===== src/hdl/periph_pkg.sv =====
// Peripheral fabric definitions
package periph_pkg;

	// Sizes of the peripheral set.
	localparam int GPIO_COUNT      = 8;
	localparam int IRQ_SRC_COUNT   = 2;
	localparam int IRQ_SRC_GPIO    = 0;
	localparam int IRQ_SRC_EXT     = 1;
	localparam int SLOT_WORDS      = 16;
	localparam int SLOT_COUNT      = 3;
	localparam int CREDIT_COUNT    = 2;
	localparam int RST_HOLD_CYCLES = 16;

	localparam int QUEUE_PTR_W = $clog2(CREDIT_COUNT);
	localparam int QUEUE_CNT_W = $clog2(CREDIT_COUNT + 1);
	localparam int RST_CNT_W   = $clog2(RST_HOLD_CYCLES + 1);

	typedef logic [31:0]               word_t;
	typedef logic [29:0]               word_addr_t;
	typedef logic [3:0]                byte_sel_t;
	typedef logic [3:0]                word_off_t;
	typedef logic [15:0]               dev_id_t;
	typedef logic [GPIO_COUNT-1:0]     gpio_vec_t;
	typedef logic [IRQ_SRC_COUNT-1:0]  irq_vec_t;
	typedef logic [1:0]                slot_t;
	typedef logic [QUEUE_PTR_W-1:0]    queue_ptr_t;
	typedef logic [QUEUE_CNT_W-1:0]    queue_cnt_t;
	typedef logic [RST_CNT_W-1:0]      rst_cnt_t;

	typedef enum logic [1:0] {
		OP_NONE  = 2'd0,
		OP_READ  = 2'd1,
		OP_WRITE = 2'd2
	} bus_op_t;

	typedef struct packed {
		bus_op_t    op;
		word_addr_t addr;
		word_t      data;
		byte_sel_t  sel;
	} bus_req_t;

	typedef struct packed {
		logic  valid;
		word_t data;
	} bus_rsp_t;

	typedef struct packed {
		logic      strobe;
		logic      write;
		word_off_t offset;
		word_t     data;
	} dev_req_t;

	// Address map, one slot of SLOT_WORDS words per device.
	localparam slot_t      SLOT_DEVTBL  = 2'd0;
	localparam slot_t      SLOT_GPIO    = 2'd1;
	localparam slot_t      SLOT_INTCTRL = 2'd2;
	localparam slot_t      SLOT_INVALID = 2'd3;
	localparam word_addr_t MAP_END_WORD = word_addr_t'(SLOT_COUNT * SLOT_WORDS);

	// Device table contents.
	localparam dev_id_t DEV_ID_DEVTBL       = 16'd7;
	localparam dev_id_t DEV_ID_GPIO         = 16'd6;
	localparam dev_id_t DEV_ID_INTCTRL      = 16'd3;
	localparam logic    DEV_USES_IRQ_GPIO   = 1'b1;
	localparam logic    DEV_USES_IRQ_OTHERS = 1'b0;

	localparam word_off_t DEVTBL_RST_WORD = 4'd15;
	localparam word_t     RST_WARM_KEY    = 32'h0000_0002;

endpackage

===== src/hdl/periph_soc.sv =====
// Peripheral subsystem top level
module periph_soc (
	input  logic                  clk100mhz_i,
	input  logic                  rst_p,
	input  periph_pkg::bus_req_t  req_i,
	output periph_pkg::bus_rsp_t  rsp_o,
	output logic                  credit_o,
	input  periph_pkg::gpio_vec_t gpio_i,
	output periph_pkg::gpio_vec_t gpio_o,
	input  logic                  ext_irq_i,
	output logic                  irq_o
);
	import periph_pkg::*;

	dev_req_t devtbl_req;
	dev_req_t gpio_req;
	dev_req_t intctrl_req;
	word_t    devtbl_rdata;
	word_t    gpio_rdata;
	word_t    intctrl_rdata;
	logic     warm_rst;
	logic     periph_rst;
	logic     gpio_change;
	irq_vec_t irq_src;

	assign irq_src[IRQ_SRC_GPIO] = gpio_change;
	assign irq_src[IRQ_SRC_EXT]  = ext_irq_i;

	periph_fabric fabric_i (
		.clk100mhz_i     (clk100mhz_i),
		.rst_p           (rst_p),
		.req_i           (req_i),
		.rsp_o           (rsp_o),
		.credit_o        (credit_o),
		.devtbl_req_o    (devtbl_req),
		.gpio_req_o      (gpio_req),
		.intctrl_req_o   (intctrl_req),
		.devtbl_rdata_i  (devtbl_rdata),
		.gpio_rdata_i    (gpio_rdata),
		.intctrl_rdata_i (intctrl_rdata)
	);

	devtbl devtbl_i (
		.clk100mhz_i (clk100mhz_i),
		.rst_p       (rst_p),
		.dev_req_i   (devtbl_req),
		.rdata_o     (devtbl_rdata),
		.warm_rst_o  (warm_rst)
	);

	gpio_port gpio_i0 (
		.clk100mhz_i (clk100mhz_i),
		.rst_i       (periph_rst),
		.dev_req_i   (gpio_req),
		.rdata_o     (gpio_rdata),
		.gpio_i      (gpio_i),
		.gpio_o      (gpio_o),
		.change_o    (gpio_change)
	);

	intctrl intctrl_i (
		.clk100mhz_i (clk100mhz_i),
		.rst_i       (periph_rst),
		.dev_req_i   (intctrl_req),
		.rdata_o     (intctrl_rdata),
		.src_i       (irq_src),
		.irq_o       (irq_o)
	);

	rst_sequencer rst_seq_i (
		.clk100mhz_i  (clk100mhz_i),
		.rst_p        (rst_p),
		.warm_rst_i   (warm_rst),
		.periph_rst_o (periph_rst)
	);

endmodule


===== src/hdl/rst_sequencer.sv =====
// Peripheral reset sequencer
module rst_sequencer (
	input  logic clk100mhz_i,
	input  logic rst_p,
	input  logic warm_rst_i,
	output logic periph_rst_o
);
	import periph_pkg::*;

	rst_cnt_t hold_cnt;

	// Reload on either reset source, then drain to zero.
	always_ff @(posedge clk100mhz_i) begin
		if (rst_p || warm_rst_i) begin
			hold_cnt <= rst_cnt_t'(RST_HOLD_CYCLES);
		end else if (hold_cnt != '0) begin
			hold_cnt <= hold_cnt - 1'b1;
		end
	end

	assign periph_rst_o = (hold_cnt != '0);

endmodule


===== src/hdl/intctrl.sv =====
// Interrupt controller
module intctrl (
	input  logic                 clk100mhz_i,
	input  logic                 rst_i,
	input  periph_pkg::dev_req_t dev_req_i,
	output periph_pkg::word_t    rdata_o,
	input  periph_pkg::irq_vec_t src_i,
	output logic                 irq_o
);
	import periph_pkg::*;

	logic     ext_meta;
	logic     ext_sync;
	logic     ext_prev;
	irq_vec_t src_set;
	irq_vec_t pending;
	irq_vec_t enable;
	irq_vec_t ack;
	logic     wr_en_word;

	// External line is asynchronous, only its rising edge counts.
	always_ff @(posedge clk100mhz_i) begin
		if (rst_i) begin
			ext_meta <= 1'b0;
			ext_sync <= 1'b0;
			ext_prev <= 1'b0;
		end else begin
			ext_meta <= src_i[IRQ_SRC_EXT];
			ext_sync <= ext_meta;
			ext_prev <= ext_sync;
		end
	end

	always_comb begin
		src_set               = '0;
		src_set[IRQ_SRC_GPIO] = src_i[IRQ_SRC_GPIO];
		src_set[IRQ_SRC_EXT]  = ext_sync && !ext_prev;
		ack = '0;
		if (dev_req_i.strobe && dev_req_i.write && (dev_req_i.offset == 4'd0)) begin
			ack = dev_req_i.data[IRQ_SRC_COUNT-1:0];
		end
	end

	assign wr_en_word = dev_req_i.strobe && dev_req_i.write && (dev_req_i.offset == 4'd1);

	// A new event in the same cycle as its acknowledge stays pending.
	always_ff @(posedge clk100mhz_i) begin
		if (rst_i) begin
			pending <= '0;
			enable  <= '0;
			irq_o   <= 1'b0;
		end else begin
			pending <= (pending & ~ack) | src_set;
			if (wr_en_word) begin
				enable <= dev_req_i.data[IRQ_SRC_COUNT-1:0];
			end
			irq_o <= |(pending & enable);
		end
	end

	always_ff @(posedge clk100mhz_i) begin
		if (dev_req_i.strobe && !dev_req_i.write) begin
			case (dev_req_i.offset)
				4'd0:    rdata_o <= word_t'(pending);
				4'd1:    rdata_o <= word_t'(enable);
				default: rdata_o <= '0;
			endcase
		end
	end

endmodule


===== src/hdl/gpio_port.sv =====
// General purpose I/O port
module gpio_port (
	input  logic                  clk100mhz_i,
	input  logic                  rst_i,
	input  periph_pkg::dev_req_t  dev_req_i,
	output periph_pkg::word_t     rdata_o,
	input  periph_pkg::gpio_vec_t gpio_i,
	output periph_pkg::gpio_vec_t gpio_o,
	output logic                  change_o
);
	import periph_pkg::*;

	gpio_vec_t in_meta;
	gpio_vec_t in_sync;
	gpio_vec_t in_prev;
	logic      wr_data;

	assign wr_data = dev_req_i.strobe && dev_req_i.write && (dev_req_i.offset == 4'd0);

	// Two flop synchronizer, then compare against last sample.
	always_ff @(posedge clk100mhz_i) begin
		if (rst_i) begin
			in_meta  <= '0;
			in_sync  <= '0;
			in_prev  <= '0;
			change_o <= 1'b0;
		end else begin
			in_meta  <= gpio_i;
			in_sync  <= in_meta;
			in_prev  <= in_sync;
			change_o <= (in_sync != in_prev);
		end
	end

	always_ff @(posedge clk100mhz_i) begin
		if (rst_i) begin
			gpio_o <= '0;
		end else if (wr_data) begin
			gpio_o <= dev_req_i.data[GPIO_COUNT-1:0];
		end
	end

	// Word 0 is the pin state, word 1 the output latch.
	always_ff @(posedge clk100mhz_i) begin
		if (dev_req_i.strobe && !dev_req_i.write) begin
			case (dev_req_i.offset)
				4'd0:    rdata_o <= word_t'(in_sync);
				4'd1:    rdata_o <= word_t'(gpio_o);
				default: rdata_o <= '0;
			endcase
		end
	end

endmodule


===== src/hdl/devtbl.sv =====
// Device table and warm reset
module devtbl (
	input  logic                 clk100mhz_i,
	input  logic                 rst_p,
	input  periph_pkg::dev_req_t dev_req_i,
	output periph_pkg::word_t    rdata_o,
	output logic                 warm_rst_o
);
	import periph_pkg::*;

	word_t entry;
	logic  warm_hit;

	// One entry per mapped slot, interrupt use in the top bit.
	always_comb begin
		entry = '0;
		if (dev_req_i.offset < word_off_t'(SLOT_COUNT)) begin
			case (slot_t'(dev_req_i.offset))
				SLOT_DEVTBL:  entry = {DEV_USES_IRQ_OTHERS, 15'd0, DEV_ID_DEVTBL};
				SLOT_GPIO:    entry = {DEV_USES_IRQ_GPIO, 15'd0, DEV_ID_GPIO};
				SLOT_INTCTRL: entry = {DEV_USES_IRQ_OTHERS, 15'd0, DEV_ID_INTCTRL};
				default:      entry = '0;
			endcase
		end
	end

	assign warm_hit = dev_req_i.strobe && dev_req_i.write &&
		(dev_req_i.offset == DEVTBL_RST_WORD) && (dev_req_i.data == RST_WARM_KEY);

	always_ff @(posedge clk100mhz_i) begin
		if (dev_req_i.strobe && !dev_req_i.write) begin
			rdata_o <= entry;
		end
	end

	// Single cycle request to the reset sequencer.
	always_ff @(posedge clk100mhz_i) begin
		if (rst_p) begin
			warm_rst_o <= 1'b0;
		end else begin
			warm_rst_o <= warm_hit;
		end
	end

endmodule


===== src/hdl/periph_fabric.sv =====
// Peripheral request fabric
module periph_fabric (
	input  logic                 clk100mhz_i,
	input  logic                 rst_p,
	input  periph_pkg::bus_req_t req_i,
	output periph_pkg::bus_rsp_t rsp_o,
	output logic                 credit_o,
	output periph_pkg::dev_req_t devtbl_req_o,
	output periph_pkg::dev_req_t gpio_req_o,
	output periph_pkg::dev_req_t intctrl_req_o,
	input  periph_pkg::word_t    devtbl_rdata_i,
	input  periph_pkg::word_t    gpio_rdata_i,
	input  periph_pkg::word_t    intctrl_rdata_i
);
	import periph_pkg::*;

	bus_req_t   queue_mem [CREDIT_COUNT];
	queue_ptr_t wr_ptr;
	queue_ptr_t rd_ptr;
	queue_cnt_t q_count;
	logic       push;
	logic       pop;
	bus_req_t   head;
	slot_t      head_slot;
	dev_req_t   head_dev;

	logic       disp_valid;
	slot_t      disp_slot;
	dev_req_t   disp_req;

	logic       infl_valid;
	logic       infl_write;
	slot_t      infl_slot;
	word_t      infl_rdata;

	function automatic queue_ptr_t ptr_next(input queue_ptr_t ptr);
		if (ptr == queue_ptr_t'(CREDIT_COUNT - 1)) begin
			return '0;
		end
		return ptr + 1'b1;
	endfunction

	assign push = (req_i.op != OP_NONE);
	assign pop  = (q_count != '0);
	assign head = queue_mem[rd_ptr];

	// Slot decode and byte lane masking of the queue head.
	always_comb begin
		if (head.addr >= MAP_END_WORD) begin
			head_slot = SLOT_INVALID;
		end else begin
			head_slot = slot_t'(head.addr / SLOT_WORDS);
		end
		head_dev.strobe = (head_slot != SLOT_INVALID);
		head_dev.write  = (head.op == OP_WRITE);
		head_dev.offset = word_off_t'(head.addr % SLOT_WORDS);
		for (int b = 0; b < $bits(byte_sel_t); b++) begin
			head_dev.data[8*b +: 8] = head.sel[b] ? head.data[8*b +: 8] : 8'h00;
		end
	end

	always_ff @(posedge clk100mhz_i) begin
		if (push) begin
			queue_mem[wr_ptr] <= req_i;
		end
	end

	always_ff @(posedge clk100mhz_i) begin
		if (rst_p) begin
			wr_ptr     <= '0;
			rd_ptr     <= '0;
			q_count    <= '0;
			disp_valid <= 1'b0;
			infl_valid <= 1'b0;
		end else begin
			if (push) begin
				wr_ptr <= ptr_next(wr_ptr);
			end
			if (pop) begin
				rd_ptr <= ptr_next(rd_ptr);
			end
			if (push && !pop) begin
				q_count <= q_count + 1'b1;
			end else if (pop && !push) begin
				q_count <= q_count - 1'b1;
			end
			disp_valid <= pop;
			infl_valid <= disp_valid;
		end
	end

	// Dispatch and in-flight payload.
	always_ff @(posedge clk100mhz_i) begin
		if (pop) begin
			disp_slot <= head_slot;
			disp_req  <= head_dev;
		end
		infl_slot  <= disp_slot;
		infl_write <= disp_req.write;
	end

	always_comb begin
		devtbl_req_o         = disp_req;
		devtbl_req_o.strobe  = disp_valid && (disp_slot == SLOT_DEVTBL);
		gpio_req_o           = disp_req;
		gpio_req_o.strobe    = disp_valid && (disp_slot == SLOT_GPIO);
		intctrl_req_o        = disp_req;
		intctrl_req_o.strobe = disp_valid && (disp_slot == SLOT_INTCTRL);
	end

	// Unmapped slot acts as default slave and reads zero.
	always_comb begin
		case (infl_slot)
			SLOT_DEVTBL:  infl_rdata = devtbl_rdata_i;
			SLOT_GPIO:    infl_rdata = gpio_rdata_i;
			SLOT_INTCTRL: infl_rdata = intctrl_rdata_i;
			default:      infl_rdata = '0;
		endcase
		rsp_o.valid = infl_valid;
		rsp_o.data  = infl_write ? '0 : infl_rdata;
	end

	assign credit_o = infl_valid;

endmodule


===== config.mk =====
export PLATFORM = sky130hd
export DESIGN_NAME = periph_soc
export DESIGN_NICKNAME = d
export VERILOG_FILES = /design/src/hdl/periph_pkg.sv /design/src/hdl/periph_soc.sv /design/src/hdl/rst_sequencer.sv /design/src/hdl/intctrl.sv /design/src/hdl/gpio_port.sv /design/src/hdl/devtbl.sv /design/src/hdl/periph_fabric.sv
export SDC_FILE = /design/constraint.sdc
export NUM_CORES = 1
export LEC_CHECK = 0
export BUFFER_PORTS_ARGS = -buffer_cell sky130_fd_sc_hd__buf_2
export CAP_MARGIN = 20
export CORE_ASPECT_RATIO = 1.25
export CORE_MARGIN = 4
export CORE_UTILIZATION = 30
export CTS_BUF_LIST = sky130_fd_sc_hd__clkbuf_8
export CTS_CLUSTER_DIAMETER = 200
export DETAILED_ROUTE_END_ITERATION = 6
export PLACE_DENSITY = 0.46
export SETUP_SLACK_MARGIN = 0.05
export SLEW_MARGIN = 10
export SYNTH_ARGS = -nofsm -noshare
export SYNTH_HDL_FRONTEND = slang
export SYNTH_HIERARCHICAL = 1
export SYNTH_SLANG_ARGS = --single-unit

===== constraint.sdc =====
create_clock -name clk100mhz_i -period 5.63 [get_ports clk100mhz_i]
set_input_delay 0.563 -clock clk100mhz_i [delete_from_list [all_inputs] [get_ports clk100mhz_i]]
set_output_delay 0.563 -clock clk100mhz_i [all_outputs]
set_load 0.05 [all_outputs]

Word-level counts from Yosys, hierarchy flattened
Memory sizes are Yosys's and may differ from the RTL's. A register that Yosys moved wholly into a read port is not among the register bits.
Index checks and enable logic that the tools add are counted.
W data, S select, Z words.
{"block": "classes", "add_sub_neg": 5, "n_lt_le_gt_ge": 2, "n_eq_ne": 11, "mux": 22, "bitwise": 4, "n_reduce_logical": 31}
{"cell": "$pmux W32 S3", "count": 2}
{"cell": "$eq A32 B2 Y1 const B", "count": 1}
{"cell": "$mux W32", "count": 1}
{"cell": "$ge A30 B6 Y1 const B", "count": 1}
{"cell": "$logic_and A1 B1 Y1", "count": 17}
{"cell": "$pmux W8 S2", "count": 1}
{"cell": "$mux W1", "count": 14}
{"cell": "$eq A2 B2 Y1 const B", "count": 4}
{"cell": "$ne A8 B8 Y1", "count": 1}
{"cell": "$eq A2 B1 Y1 const B", "count": 3}
{"cell": "$logic_not A2 Y1", "count": 3}
{"cell": "$mux W2", "count": 3}
{"cell": "$reduce_bool A2 Y1", "count": 3}
{"cell": "$reduce_bool A5 Y1", "count": 1}
{"cell": "$sub A5 B1 Y5 const B", "count": 1}
{"cell": "$and A2 B2 Y2", "count": 2}
{"cell": "$eq A4 B1 Y1 const B", "count": 1}
{"cell": "$eq A4 B4 Y1 const B", "count": 1}
{"cell": "$logic_not A1 Y1", "count": 4}
{"cell": "$logic_not A4 Y1", "count": 1}
{"cell": "$lt A4 B2 Y1 const B", "count": 1}
{"cell": "$pmux W2 S2", "count": 1}
{"cell": "$add A1 B1 Y1 const B", "count": 2}
{"cell": "$add A2 B1 Y2 const B", "count": 1}
{"cell": "5 further kinds", "count": 5}
{"block": "totals", "reg_bits": 191, "ramBits": 136, "out_inout_bits": 43, "elab_cells": 106, "memories": 1}
{"memory": "fabric_i.queue_mem", "depth": 2, "width": 68, "read_ports": 1, "rd_ports_with_merged_regs": 1, "write_ports": 1, "line": "periph_fabric.sv:17", "rtl": "bus_req_t queue_mem [CREDIT_COUNT];"}

Longest topological paths before layout
{"block": "depth", "depth_word": 8, "mapped_depth": 7}

Modules after synthesis
Netlist, hierarchy kept.
{"mod": "periph_fabric", "n_inst": 1, "cells_per_inst": 573, "area_per_inst_um2": 7687.4, "seq_area_each_um2": 5455.2}
{"mod": "gpio_port", "n_inst": 1, "cells_per_inst": 153, "area_per_inst_um2": 1624.1, "seq_area_each_um2": 900.9}
{"mod": "intctrl", "n_inst": 1, "cells_per_inst": 68, "area_per_inst_um2": 658.1, "seq_area_each_um2": 220.2}
{"mod": "devtbl", "n_inst": 1, "cells_per_inst": 53, "area_per_inst_um2": 499.2, "seq_area_each_um2": 140.1}
{"mod": "rst_sequencer", "n_inst": 1, "cells_per_inst": 26, "area_per_inst_um2": 242.7, "seq_area_each_um2": 100.1}

Least setup slack after synthesis
Ideal clock, no wire load.
{"block": "synth_path", "path_kind": "input -> register", "startpoint": "input port req_i[67] (netlist name)", "endpoint": "memory fabric_i/queue_mem[0][0] (netlist name) (enable)", "setup_time_ns": 0.502, "t_arrival_ns": 3.734, "required_ns": 5.128, "slack_ns": 1.394, "cell_stages": 2, "path_buffers": 0, "cell_sequence": "or2_1 -> nor2b_1"}
{"block": "synth_between", "elab_chain_cells": 3}
{"item": "start, declared", "line": "periph_soc.sv:5", "rtl": "input periph_pkg::bus_req_t req_i,"}
{"item": "$reduce_bool A2 Y1", "line": "periph_fabric.sv:43", "rtl": "assign push = (req_i.op != OP_NONE);"}
{"item": "$mux W1", "line": "periph_fabric.sv:63", "rtl": "if (push) begin"}
{"item": "$mux W1 (not written as such)", "line": "periph_fabric.sv:64", "rtl": "queue_mem[wr_ptr] <= req_i;"}
{"item": "end, declared", "line": "periph_fabric.sv:17"}
Every way passes these cells.

==> metrics.yaml <==
outcome: "finished clean"
max_slew.worst_pin.slew_ps: 958.2
antenna_found_initial: 1
pre_cts_ws_ps: 2842
regToRegSetupSlack_ps: 3540
yosysWarningCount: 6
hold_buffers: 0
overall_die_height_um: 215.2
worstSkewPairLatency_ps: 540
finalHoldViolations: 0
grt_usage_pct: 10.18
aggregate_routed_wire_length_um: 19300
cp_slowest_stage_delay_ps: 950
initial_utilization_pct: 30.51
max_cap_viols: 0
cpMaxStageDelayCell: "dfxtp_2"
clk_path_buf_depth: 3
n_antenna_cell: 0
critical-path-top-delay-family: "flip-flops"
dieArea_um2: 37400
dieWidth_um: 173.8
nNetsFinal: 984
dp.final_hpwl_um: 13070
setup_violations: 0
rows: 75
gr-total-overflow: 0
final_layout_size_suffix_gt1_share_pct: 17.83
highest_ir_drop_seen_on_vdd_mv: 0.1986
tritoncts_clock_tree: "built"
clock_pin_slew_of_the_registers_on_the_worst_case_setup_and_hold_paths_ps: 60
detail_route.first_pass.iterations: 4
grt_max_degree: 71
min_delay_worst_type: "in -> reg"
grt_pass1_wl_um: 30660
route.detailed.wl_per_inst_um: 14.25
critPathCaptureType: "output port"
root_buffer: "clkbuf_8"
setup.worst_path.class: "reg -> out"
drc: 0
timing.critical_path.cells: "nor2b_2 > buf_8 > a21oi_1 > nor2_1 > buf_2"
shortest_clock_period_the_worst_path_allows_after_layout_ps: 2991
vias: 5688
layout.filler_cells: 3403
place.port_buffers: 98
layout.cells.non_filler: 1354
synthesis.area_um2: 10310
grt_setup_unrepaired: "no"
drt_iter0_markers: 276
timing.setup.tns_ps: 0
cts_inserted_buffers: 40
worst_ep_arrival_time_ps: 2430
avgViaCountPerCell: 4.201
cts.sinks: 246
post-route-period-util_pct: 53.13
crit_path_setup_slack_layout_ps: 2639
critical_path.n_buffers_inverters: 2
syn_area_per_cell_um2: 12.58
post_placement_cell_count: 1282
slew-limit-headroom_pct: 36.12
critical_path.startpoint_type: "flip-flop"
powerDensity_nw_per_um2: 381.9
postCtsSetupRepairBufs: 0
cts.htree.levels: 2
synthCells: 819
fmax_ghz: 0.3343
routabilityCongestion: 0.6809
antenna_violating_nets_post_route: 0
layout-area-overhead-vs-synth_pct: 11.28
design_area_um2: 11470
ioPinCount: 122
wp_data_required_ps: 5070
fin_skew_ps: 18.56
resized_cells_post_cts: 0
final_max_slew_viol_count: 0
first_global_vias: 5772
worstPathMaxFanout: 33
dpl-instance-area_um2: 10740
core_um2: 33780
static-leakage-power_nw: 4.461
## power by group
group	switching, mW	total, mW	internal [mW]	leakage, nW
clock network	0.668	1.38	0.712	0.416
logic	0.318	0.510	0.192	1.79
registers	0.207	2.49	2.28	2.25
total	1.19	4.38	3.19	4.46
## routing by layer
layer	share of wire [%]	global-route usage [%]	vias to the layer above
met5	0.067	0	-
met4	2.0	3.670	2
met3	5.7	2.583	32
met2	47	16.72	153
met1	45	13.05	2610
li1	-	-	2891
## metrics by stage
stage               total power, mW  utilization, %  hold WS (ps)
finish                        4.380           33.95         208.9
global route                  4.647           33.95         164.7
CTS                           4.484           33.90         155.9
detailed placement            3.061           31.80         420.4
global placement              3.050           31.80         421.6
floorplan                     2.988               -         377.8
## final cells by class
cell class	instances	area, µm²	share of cell area (%)
flip-flops and latches	246	6819	59.46
multi-input cells	504	2839	24.75
clock buffers	40	550.5	4.800
repair buffers	105	550.5	4.800
well taps	423	529.3	4.615
clock inverters	31	161.4	1.407
inverters	5	18.77	0.1636
## worst reg2reg max path, delay by kind of cell, from the launching register on
kind	cells	cell delay, ps
AOI/OAI and AO/OA	1	440
DFF	1	360
and+or+nand+nor	3	1030
## path summary, 6_finish.rpt
kind / from / to / cells after the start
worst max register to register: fabric_i/queue_mem[0][65] / fabric_i/disp_slot[0] / 4
worst min register to register: gpio_i0/in_meta[2] / gpio_i0/in_sync[2] / 1
worst min-delay path: req_i[1] / fabric_i/queue_mem[0][1] / 1
worst max-delay path: fabric_i/infl_slot[1] / rsp_o[6] / 5
## state kept, by name (all words and copies together) (netlist names), 2 cells and up, named ones only
signal,flops
fabric_i/queue_mem,136
fabric_i/devtbl_req_o,37
gpio_i0/gpio_o,8
gpio_i0/in_meta,8
gpio_i0/in_prev,8
gpio_i0/in_sync,8
gpio_i0/rdata_o,8
rst_seq_i/hold_cnt,5
devtbl_i/rdata_o,4
fabric_i/disp_slot,2
fabric_i/infl_slot,2
fabric_i/q_count,2
intctrl_i/enable,2
intctrl_i/pending,2
intctrl_i/rdata_o,2
## placed cells by master, fill, tap and decap left out, types with 3 or more instances in the layout
cell / n
nand3_1: 43
and3b_1: 3
buf_2: 98
nor2b_1: 33
dfxtp_1: 55
o21ai_0: 39
nor3_1: 12
a21oi_1: 42
conb_1: 82
nand4_1: 4
nand2b_1: 4
ha_1: 3
nor4_1: 13
edfxtp_1: 189
xnor2_1: 3
mux2i_1: 47
inv_1: 20
clkbuf_8: 40
buf_4: 6
nor2_1: 91
nand2_1: 38
xor2_1: 11
clkinv_1: 10
Power figures use the tool's default switching activity.
